[src/include/riscv_macros.svh]
`ifndef RISCV_MACROS_SVH
`define RISCV_MACROS_SVH

// base opcodes
`define RV_OP_LUI      7'b0110111
`define RV_OP_AUIPC    7'b0010111
`define RV_OP_JAL      7'b1101111
`define RV_OP_JALR     7'b1100111
`define RV_OP_BRANCH   7'b1100011
`define RV_OP_LOAD     7'b0000011
`define RV_OP_STORE    7'b0100011
`define RV_OP_IMM      7'b0010011
`define RV_OP_REG      7'b0110011
`define RV_OP_MISC_MEM 7'b0001111
`define RV_OP_SYSTEM   7'b1110011

// funct3 for integer ops
`define RV_F3_ADD  3'b000
`define RV_F3_SLL  3'b001
`define RV_F3_SLT  3'b010
`define RV_F3_SLTU 3'b011
`define RV_F3_XOR  3'b100
`define RV_F3_SR   3'b101
`define RV_F3_OR   3'b110
`define RV_F3_AND  3'b111

// funct3 for branches
`define RV_F3_BEQ  3'b000
`define RV_F3_BNE  3'b001
`define RV_F3_BLT  3'b100
`define RV_F3_BGE  3'b101
`define RV_F3_BLTU 3'b110
`define RV_F3_BGEU 3'b111

// funct3 for load/store size
`define RV_F3_BYTE   3'b000
`define RV_F3_HALF   3'b001
`define RV_F3_WORD   3'b010
`define RV_F3_BYTE_U 3'b100
`define RV_F3_HALF_U 3'b101

// sub and sra
`define RV_F7_ALT 7'b0100000

`define RV_RESET_PC   32'h0000_0000
`define RV_INSN_BYTES 32'd4

`endif

[src/rtl/riscv_pkg.sv]
package riscv_pkg;

  // register, data and address word
  typedef logic [31:0] word_t;

  // register index
  typedef logic [4:0] reg_addr_t;

  typedef logic [6:0] opcode_t;
  typedef logic [2:0] funct3_t;
  typedef logic [6:0] funct7_t;

  // one strobe per byte lane
  typedef logic [3:0] byte_en_t;

  typedef logic [4:0] shamt_t;

  // halt is sticky until reset
  typedef enum logic {
    RUNNING,
    HALTED
  } run_state_t;

endpackage

[src/rtl/alu.sv]
`timescale 1ns/1ps
`include "riscv_macros.svh"

module alu (
  input  riscv_pkg::word_t   i_a,
  input  riscv_pkg::word_t   i_b,
  input  riscv_pkg::funct3_t i_funct3,
  input  logic               i_alt,
  input  logic               i_is_reg,
  output riscv_pkg::word_t   o_result
);

  riscv_pkg::shamt_t shamt;
  logic              sub_en;

  assign shamt = i_b[4:0];

  // addi has no sub form, its imm[10] is just data
  assign sub_en = i_alt & i_is_reg;

  always_comb begin
    case (i_funct3)
      `RV_F3_ADD:  o_result = sub_en ? (i_a - i_b) : (i_a + i_b);
      `RV_F3_SLL:  o_result = i_a << shamt;
      `RV_F3_SLT:  o_result = {31'b0, $signed(i_a) < $signed(i_b)};
      `RV_F3_SLTU: o_result = {31'b0, i_a < i_b};
      `RV_F3_XOR:  o_result = i_a ^ i_b;
      `RV_F3_SR: begin
        // srai and sra share funct7 bit 5
        if (i_alt) begin
          o_result = $signed(i_a) >>> shamt;
        end else begin
          o_result = i_a >> shamt;
        end
      end
      `RV_F3_OR:   o_result = i_a | i_b;
      default:     o_result = i_a & i_b;
    endcase
  end

endmodule

[src/rtl/instr_decoder.sv]
`timescale 1ns/1ps
`include "riscv_macros.svh"

module instr_decoder (
  input  riscv_pkg::word_t     i_insn,
  output riscv_pkg::reg_addr_t o_rs1,
  output riscv_pkg::reg_addr_t o_rs2,
  output riscv_pkg::reg_addr_t o_rd,
  output riscv_pkg::funct3_t   o_funct3,
  output riscv_pkg::funct7_t   o_funct7,
  output riscv_pkg::word_t     o_imm_i,
  output riscv_pkg::word_t     o_imm_s,
  output riscv_pkg::word_t     o_imm_b,
  output riscv_pkg::word_t     o_imm_j,
  output riscv_pkg::word_t     o_imm_u,
  output logic                 o_is_lui,
  output logic                 o_is_auipc,
  output logic                 o_is_jal,
  output logic                 o_is_jalr,
  output logic                 o_is_branch,
  output logic                 o_is_load,
  output logic                 o_is_store,
  output logic                 o_is_op_imm,
  output logic                 o_is_op_reg,
  output logic                 o_is_ecall
);

  riscv_pkg::opcode_t opcode;

  // fields sit at the fixed R-type positions
  assign opcode   = i_insn[6:0];
  assign o_rd     = i_insn[11:7];
  assign o_funct3 = i_insn[14:12];
  assign o_rs1    = i_insn[19:15];
  assign o_rs2    = i_insn[24:20];
  assign o_funct7 = i_insn[31:25];

  // I, S, B and J immediates sign-extend from bit 31
  assign o_imm_i = {{20{i_insn[31]}}, i_insn[31:20]};
  assign o_imm_s = {{20{i_insn[31]}}, i_insn[31:25], i_insn[11:7]};
  assign o_imm_b = {{19{i_insn[31]}}, i_insn[31], i_insn[7], i_insn[30:25],
                    i_insn[11:8], 1'b0};
  assign o_imm_j = {{11{i_insn[31]}}, i_insn[31], i_insn[19:12], i_insn[20],
                    i_insn[30:21], 1'b0};
  assign o_imm_u = {i_insn[31:12], 12'b0};

  // one-hot class flags
  assign o_is_lui    = opcode == `RV_OP_LUI;
  assign o_is_auipc  = opcode == `RV_OP_AUIPC;
  assign o_is_jal    = opcode == `RV_OP_JAL;
  assign o_is_jalr   = opcode == `RV_OP_JALR;
  assign o_is_branch = opcode == `RV_OP_BRANCH;
  assign o_is_load   = opcode == `RV_OP_LOAD;
  assign o_is_store  = opcode == `RV_OP_STORE;
  assign o_is_op_imm = opcode == `RV_OP_IMM;
  assign o_is_op_reg = opcode == `RV_OP_REG;

  // ebreak and csr forms fall through as no-ops
  assign o_is_ecall = (opcode == `RV_OP_SYSTEM) && (i_insn[31:7] == 25'd0);

endmodule

[src/rtl/load_store_unit.sv]
`timescale 1ns/1ps
`include "riscv_macros.svh"

module load_store_unit (
  input  riscv_pkg::word_t    i_base,
  input  riscv_pkg::word_t    i_imm_i,
  input  riscv_pkg::word_t    i_imm_s,
  input  logic                i_is_load,
  input  logic                i_is_store,
  input  riscv_pkg::funct3_t  i_funct3,
  input  riscv_pkg::word_t    i_store_src,
  input  riscv_pkg::word_t    i_load_data,
  output riscv_pkg::word_t    o_dmem_addr,
  output riscv_pkg::word_t    o_store_data,
  output riscv_pkg::byte_en_t o_store_we,
  output riscv_pkg::word_t    o_load_result
);

  riscv_pkg::word_t    eff_addr;
  riscv_pkg::word_t    lane_data;
  riscv_pkg::byte_en_t store_mask;
  logic [1:0]          offset;

  assign eff_addr    = i_base + (i_is_store ? i_imm_s : i_imm_i);
  assign offset      = eff_addr[1:0];
  assign o_dmem_addr = {eff_addr[31:2], 2'b00};

  // addressed byte moved down to lane 0
  assign lane_data = i_load_data >> {offset, 3'b000};

  // data replicated into every lane so the strobe picks one
  always_comb begin
    o_store_data = i_store_src;
    store_mask   = '0;
    case (i_funct3)
      `RV_F3_BYTE: begin
        o_store_data = {4{i_store_src[7:0]}};
        store_mask   = 4'b0001 << offset;
      end
      `RV_F3_HALF: begin
        o_store_data = {2{i_store_src[15:0]}};
        if (!offset[0]) begin
          store_mask = offset[1] ? 4'b1100 : 4'b0011;
        end
      end
      `RV_F3_WORD: begin
        if (offset == 2'b00) begin
          store_mask = 4'b1111;
        end
      end
      default: store_mask = '0;
    endcase
  end

  assign o_store_we = i_is_store ? store_mask : '0;

  // load extraction and extension
  always_comb begin
    o_load_result = '0;
    if (i_is_load) begin
      case (i_funct3)
        `RV_F3_BYTE:   o_load_result = {{24{lane_data[7]}}, lane_data[7:0]};
        `RV_F3_BYTE_U: o_load_result = {24'b0, lane_data[7:0]};
        `RV_F3_HALF: begin
          if (!offset[0]) begin
            o_load_result = {{16{lane_data[15]}}, lane_data[15:0]};
          end
        end
        `RV_F3_HALF_U: begin
          if (!offset[0]) begin
            o_load_result = {16'b0, lane_data[15:0]};
          end
        end
        `RV_F3_WORD: begin
          if (offset == 2'b00) begin
            o_load_result = i_load_data;
          end
        end
        default: o_load_result = '0;
      endcase
    end
  end

endmodule

[src/rtl/pc_unit.sv]
`timescale 1ns/1ps
`include "riscv_macros.svh"

module pc_unit (
  input  logic               clk,
  input  logic               rst,
  input  riscv_pkg::word_t   i_rs1_data,
  input  riscv_pkg::word_t   i_rs2_data,
  input  riscv_pkg::funct3_t i_funct3,
  input  riscv_pkg::word_t   i_imm_b,
  input  riscv_pkg::word_t   i_imm_j,
  input  riscv_pkg::word_t   i_imm_i,
  input  logic               i_is_branch,
  input  logic               i_is_jal,
  input  logic               i_is_jalr,
  input  logic               i_is_ecall,
  output riscv_pkg::word_t   o_pc,
  output riscv_pkg::word_t   o_pc_plus4,
  output logic               o_running,
  output logic               o_halt
);

  riscv_pkg::word_t      pc_q;
  riscv_pkg::word_t      next_pc;
  riscv_pkg::word_t      jalr_sum;
  riscv_pkg::run_state_t state_q;
  logic                  take_branch;

  assign o_pc_plus4 = pc_q + `RV_INSN_BYTES;
  assign jalr_sum   = i_rs1_data + i_imm_i;

  always_comb begin
    case (i_funct3)
      `RV_F3_BEQ:  take_branch = i_rs1_data == i_rs2_data;
      `RV_F3_BNE:  take_branch = i_rs1_data != i_rs2_data;
      `RV_F3_BLT:  take_branch = $signed(i_rs1_data) < $signed(i_rs2_data);
      `RV_F3_BGE:  take_branch = $signed(i_rs1_data) >= $signed(i_rs2_data);
      `RV_F3_BLTU: take_branch = i_rs1_data < i_rs2_data;
      `RV_F3_BGEU: take_branch = i_rs1_data >= i_rs2_data;
      default:     take_branch = 1'b0;
    endcase
  end

  // ecall parks the pc on itself
  always_comb begin
    next_pc = o_pc_plus4;
    if (i_is_ecall) begin
      next_pc = pc_q;
    end else if (i_is_jal) begin
      next_pc = pc_q + i_imm_j;
    end else if (i_is_jalr) begin
      next_pc = {jalr_sum[31:1], 1'b0};
    end else if (i_is_branch && take_branch) begin
      next_pc = pc_q + i_imm_b;
    end
  end

  always_ff @(posedge clk) begin
    if (rst) begin
      pc_q    <= `RV_RESET_PC;
      state_q <= riscv_pkg::RUNNING;
    end else if (state_q == riscv_pkg::RUNNING) begin
      pc_q <= next_pc;
      if (i_is_ecall) begin
        state_q <= riscv_pkg::HALTED;
      end
    end
  end

  assign o_pc   = pc_q;
  assign o_halt = state_q == riscv_pkg::HALTED;

  // no side effects while reset is held
  assign o_running = (state_q == riscv_pkg::RUNNING) && !rst;

endmodule

[src/rtl/reg_file.sv]
`timescale 1ns/1ps

module reg_file (
  input  logic                 clk,
  input  logic                 rst,
  input  logic                 i_we,
  input  riscv_pkg::reg_addr_t i_rd,
  input  riscv_pkg::word_t     i_rd_data,
  input  riscv_pkg::reg_addr_t i_rs1,
  input  riscv_pkg::reg_addr_t i_rs2,
  output riscv_pkg::word_t     o_rs1_data,
  output riscv_pkg::word_t     o_rs2_data
);

  riscv_pkg::word_t regs [32];

  always_ff @(posedge clk) begin
    if (rst) begin
      for (int i = 0; i < 32; i++) begin
        regs[i] <= '0;
      end
    end else if (i_we && (i_rd != '0)) begin
      regs[i_rd] <= i_rd_data;
    end
  end

  // x0 reads zero
  assign o_rs1_data = (i_rs1 == '0) ? '0 : regs[i_rs1];
  assign o_rs2_data = (i_rs2 == '0) ? '0 : regs[i_rs2];

endmodule

[src/rtl/riscv_core.sv]
`timescale 1ns/1ps

module riscv_core (
  input  logic                clk,
  input  logic                rst,
  output riscv_pkg::word_t    o_pc,
  input  riscv_pkg::word_t    i_insn,
  output riscv_pkg::word_t    o_dmem_addr,
  input  riscv_pkg::word_t    i_load_data,
  output riscv_pkg::word_t    o_store_data,
  output riscv_pkg::byte_en_t o_store_we,
  output logic                o_halt
);

  riscv_pkg::reg_addr_t rs1;
  riscv_pkg::reg_addr_t rs2;
  riscv_pkg::reg_addr_t rd;
  riscv_pkg::funct3_t   funct3;
  riscv_pkg::funct7_t   funct7;
  riscv_pkg::word_t     imm_i;
  riscv_pkg::word_t     imm_s;
  riscv_pkg::word_t     imm_b;
  riscv_pkg::word_t     imm_j;
  riscv_pkg::word_t     imm_u;
  riscv_pkg::word_t     rs1_data;
  riscv_pkg::word_t     rs2_data;
  riscv_pkg::word_t     rd_data;
  riscv_pkg::word_t     alu_b;
  riscv_pkg::word_t     alu_result;
  riscv_pkg::word_t     load_result;
  riscv_pkg::word_t     pc_plus4;
  logic is_lui;
  logic is_auipc;
  logic is_jal;
  logic is_jalr;
  logic is_branch;
  logic is_load;
  logic is_store;
  logic is_op_imm;
  logic is_op_reg;
  logic is_ecall;
  logic running;
  logic rf_we;

  instr_decoder u_decoder (
    .i_insn      (i_insn),
    .o_rs1       (rs1),
    .o_rs2       (rs2),
    .o_rd        (rd),
    .o_funct3    (funct3),
    .o_funct7    (funct7),
    .o_imm_i     (imm_i),
    .o_imm_s     (imm_s),
    .o_imm_b     (imm_b),
    .o_imm_j     (imm_j),
    .o_imm_u     (imm_u),
    .o_is_lui    (is_lui),
    .o_is_auipc  (is_auipc),
    .o_is_jal    (is_jal),
    .o_is_jalr   (is_jalr),
    .o_is_branch (is_branch),
    .o_is_load   (is_load),
    .o_is_store  (is_store),
    .o_is_op_imm (is_op_imm),
    .o_is_op_reg (is_op_reg),
    .o_is_ecall  (is_ecall)
  );

  // fence, branches, stores and ecall leave rd alone
  assign rf_we = running & (is_lui | is_auipc | is_jal | is_jalr | is_load |
                            is_op_imm | is_op_reg);

  always_comb begin
    if (is_lui) begin
      rd_data = imm_u;
    end else if (is_auipc) begin
      rd_data = o_pc + imm_u;
    end else if (is_jal || is_jalr) begin
      rd_data = pc_plus4;
    end else if (is_load) begin
      rd_data = load_result;
    end else begin
      rd_data = alu_result;
    end
  end

  reg_file u_reg_file (
    .clk        (clk),
    .rst        (rst),
    .i_we       (rf_we),
    .i_rd       (rd),
    .i_rd_data  (rd_data),
    .i_rs1      (rs1),
    .i_rs2      (rs2),
    .o_rs1_data (rs1_data),
    .o_rs2_data (rs2_data)
  );

  assign alu_b = is_op_reg ? rs2_data : imm_i;

  // funct7 bit 5 picks sub and arithmetic shift
  alu u_alu (
    .i_a      (rs1_data),
    .i_b      (alu_b),
    .i_funct3 (funct3),
    .i_alt    (funct7[5]),
    .i_is_reg (is_op_reg),
    .o_result (alu_result)
  );

  // strobes stay low unless the core is running
  load_store_unit u_lsu (
    .i_base        (rs1_data),
    .i_imm_i       (imm_i),
    .i_imm_s       (imm_s),
    .i_is_load     (is_load),
    .i_is_store    (is_store & running),
    .i_funct3      (funct3),
    .i_store_src   (rs2_data),
    .i_load_data   (i_load_data),
    .o_dmem_addr   (o_dmem_addr),
    .o_store_data  (o_store_data),
    .o_store_we    (o_store_we),
    .o_load_result (load_result)
  );

  pc_unit u_pc_unit (
    .clk         (clk),
    .rst         (rst),
    .i_rs1_data  (rs1_data),
    .i_rs2_data  (rs2_data),
    .i_funct3    (funct3),
    .i_imm_b     (imm_b),
    .i_imm_j     (imm_j),
    .i_imm_i     (imm_i),
    .i_is_branch (is_branch),
    .i_is_jal    (is_jal),
    .i_is_jalr   (is_jalr),
    .i_is_ecall  (is_ecall),
    .o_pc        (o_pc),
    .o_pc_plus4  (pc_plus4),
    .o_running   (running),
    .o_halt      (o_halt)
  );

endmodule

[config.mk]
export PLATFORM = sky130hd
export DESIGN_NAME = riscv_core
export DESIGN_NICKNAME = d
export VERILOG_FILES = /design/src/rtl/riscv_pkg.sv /design/src/rtl/alu.sv /design/src/rtl/instr_decoder.sv /design/src/rtl/load_store_unit.sv /design/src/rtl/pc_unit.sv /design/src/rtl/reg_file.sv /design/src/rtl/riscv_core.sv
export VERILOG_INCLUDE_DIRS = /design/src /design/src/include
export SDC_FILE = /design/constraint.sdc
export NUM_CORES = 2
export LEC_CHECK = 0
export ABC_AREA = 1
export BUFFER_PORTS_ARGS = -buffer_cell sky130_fd_sc_hd__buf_4
export CAP_MARGIN = 20
export CORE_MARGIN = 8
export CORE_UTILIZATION = 25
export DETAILED_ROUTE_END_ITERATION = 12
export PLACE_DENSITY = 0.51
export SKIP_CTS_REPAIR_TIMING = 1
export SYNTH_ARGS = -nofsm -noshare
export SYNTH_HDL_FRONTEND = slang
export SYNTH_HIERARCHICAL = 1
export SYNTH_SLANG_ARGS = --single-unit
[constraint.sdc]
create_clock -name clk -period 6.8 [get_ports clk]
set_input_delay 0.34 -clock clk [delete_from_list [all_inputs] [get_ports clk]]
set_output_delay 0.34 -clock clk [all_outputs]
set_load 0.05 [all_outputs]
==> impl_metrics.env <==
export IMPL_nFillCells=37300
export IMPL_syn_avg_cell_area_um2=6.67
export IMPL_syn_instance_count=12800
export IMPL_p_int_w=0.0127
export IMPL_grt_overflow=0
export IMPL_hpwl_um=307000
export IMPL_instances_no_fill=17400
export IMPL_fin_total_pwr_w=0.0207
export IMPL_coreArea_um2=340000
export IMPL_finalClockSkew_ps=101
export IMPL_cts_max_level=3
export IMPL_status="completed"
export IMPL_crit_arrival_ps=6840
export IMPL_slowest_delay_ps=500
export IMPL_vdd_ir_drop_worst_v=0.000222
export IMPL_synth_yosys_warnings=6
export IMPL_leakage_nw=43.6
export IMPL_cpMaxStageDelayCell="o21ai_0"
export IMPL_fin_crit_ps=6280
export IMPL_pwr_share_clk_pct=30.4
export IMPL_clock_sinks=1057
export IMPL_vias=90200
export IMPL_drt_iter0_drc=11900
export IMPL_area_growth_pct=14.5
export IMPL_start_util_pct=25.1
export IMPL_cp_end_kind="flip-flop"
export IMPL_hold_viol=0
export IMPL_die_area_um2=361000
export IMPL_io_buffer_count=164
export IMPL_nets=13200
export IMPL_clkLatencyLatePin_ps=800
export IMPL_max_freq_ghz=0.159
export IMPL_antenna_found_initial=18
export IMPL_totalWireLength_um=440000
export IMPL_top_layer="met5"
export IMPL_combPwrFrac_pct=33.3
export IMPL_die_x_um=600
export IMPL_wl_per_cell_um=25.2
export IMPL_grt_pass1_wl_um=613000
export IMPL_syn_area_um2=85400
export IMPL_drcViolationCount=0
export IMPL_p_switching_w=0.00803
export IMPL_met3WireLength_um=41800
export IMPL_drive_gt1_share_pct=9.28
export IMPL_cts_tree="yes"
export IMPL_rows=214
export IMPL_cts_max_path_buffers=3
export IMPL_tightest_slew_ps=1270
export IMPL_die_h_um=600
export IMPL_crit_path_start_kind="flip-flop"
export IMPL_crit_path_max_fanout=45
export IMPL_ios=167
export IMPL_rsz0062_at_grt="false"
export IMPL_numCtsBuffers=116
export IMPL_drt_vias_per_instance=5.17
export IMPL_grt_pass1_vias=82500
export IMPL_sequentialPowerShare_pct=36.3
export IMPL_cp_required_ps=7350
export IMPL_switching_share_pct=38.7
export IMPL_track_usage_pct=23.1
export IMPL_relSlewSlack_pct=14.1
export IMPL_root_buffer="clkbuf_16"
export IMPL_first_pass_iters=8
export IMPL_grt_max_degree=84
export IMPL_met1_length_um=182000
export IMPL_drv_cap=0
export IMPL_postLayoutCoreUtil_pct=28.8
export IMPL_clkTransAtPathRegs_ps=60
export IMPL_placed_cells=17200
export IMPL_powerDensity_nw_per_um2=212
export IMPL_min_path_type="input port to flip-flop"
export IMPL_worstSetupPathType="flip-flop to flip-flop"
export IMPL_setup_viol=0
export IMPL_min_period_over_period_pct=92.4
export IMPL_ant_nets=0
export IMPL_dr_wl_met2_um=185000
export IMPL_slew_viol_final=0
export IMPL_gp_congestion=1.02
worst max-delay path, delay by kind of cell, from the launching register on:
kind | cells | cell delay [ps]
AND/OR/NAND/NOR | 15 | 2260
buffers and inverters | 5 | 970
flip-flops | 1 | 370
AO/OA/AOI/OAI | 8 | 1940
multiplexers | 1 | 390
area by class of cell:
cell class	count	area, um^2	share of cell area (%)
Tap cell	4536	5680	5.81
Inverter	979	3720	3.80
Clock buffer	144	3030	3.10
Clock inverter	65	597	0.611
Antenna cell	6	15.0	0.0154
Sequential cell	1057	31400	32.1
Multi-Input combinational cell	9833	45600	46.7
Timing Repair Buffer	824	7670	7.85
path summary, 6_finish.rpt:
check	from	to	slack (ps)	cells past startpoint
setup reg to reg	u_reg_file/regs[24][0]	u_reg_file/regs[8][5]	520	29
setup / recovery	u_reg_file/regs[24][0]	u_reg_file/regs[8][5]	520	29
hold / removal	rst	u_pc_unit/o_halt	190	3
hold reg to reg	u_pc_unit/o_pc[24]	u_pc_unit/o_pc[24]	670	3
power groups by stage:
stage                     sequential [W]  clock (W)  combinational [W]
after floorplan                  0.00763          0            0.00366
after global placement           0.00766          0            0.00673
after detailed placement         0.00766          0            0.00670
after CTS                        0.00752    0.00639            0.00673
after global routing             0.00755    0.00660            0.00726
final                            0.00752    0.00630            0.00691
cell usage in the layout (no fill, tap or decap), drive strengths merged, types with 6 or more instances in the layout:
master   instances
o2111ai          6
xnor2           33
nand3         1447
nor3            63
or2             22
clkinv          62
nand3b          20
buf            824
xor2            80
o22ai           20
o211ai          61
diode            6
inv            972
o221ai           6
clkbuf         144
a21o            23
nor2          2283
a21oi          566
bufinv           7
edfxtp        1024
nor4            11
nand4           52
a221oi           7
dfxtp           33
o21a            22
a21boi           8
a31oi           22
nand2         3879
conb            48
o21bai          26
and2             8
ha             290
mux2            32
o21ai          766
fa               7
per-stage QoR:
stage / hold WS [ps] / cell area, um^2 / setup TNS (ps) / setup WS [ps]
floorplan: 495 / 85600 / 0 / 1960
global placement: 663 / 94000 / -792 / -35.5
detailed placement: 664 / 94100 / 0 / 49.4
CTS: 127 / 97700 / 0 / 693
global route: 169 / 97700 / 0 / 431
finish: 188 / 97700 / 0 / 516
state kept, by name, summed over array words and instances (netlist names):
signal and count:
u_reg_file/regs 1024, u_pc_unit/o_halt 1, u_pc_unit/o_pc 32
per-layer routing:
metal	global-route usage, %	vias to the layer above
met5	0	-
met4	14.3	8
met3	3.77	898
met2	34.5	5023
met1	31.0	42800
li1	-	41400
No activity file was read; power rests on OpenSTA's default activity.
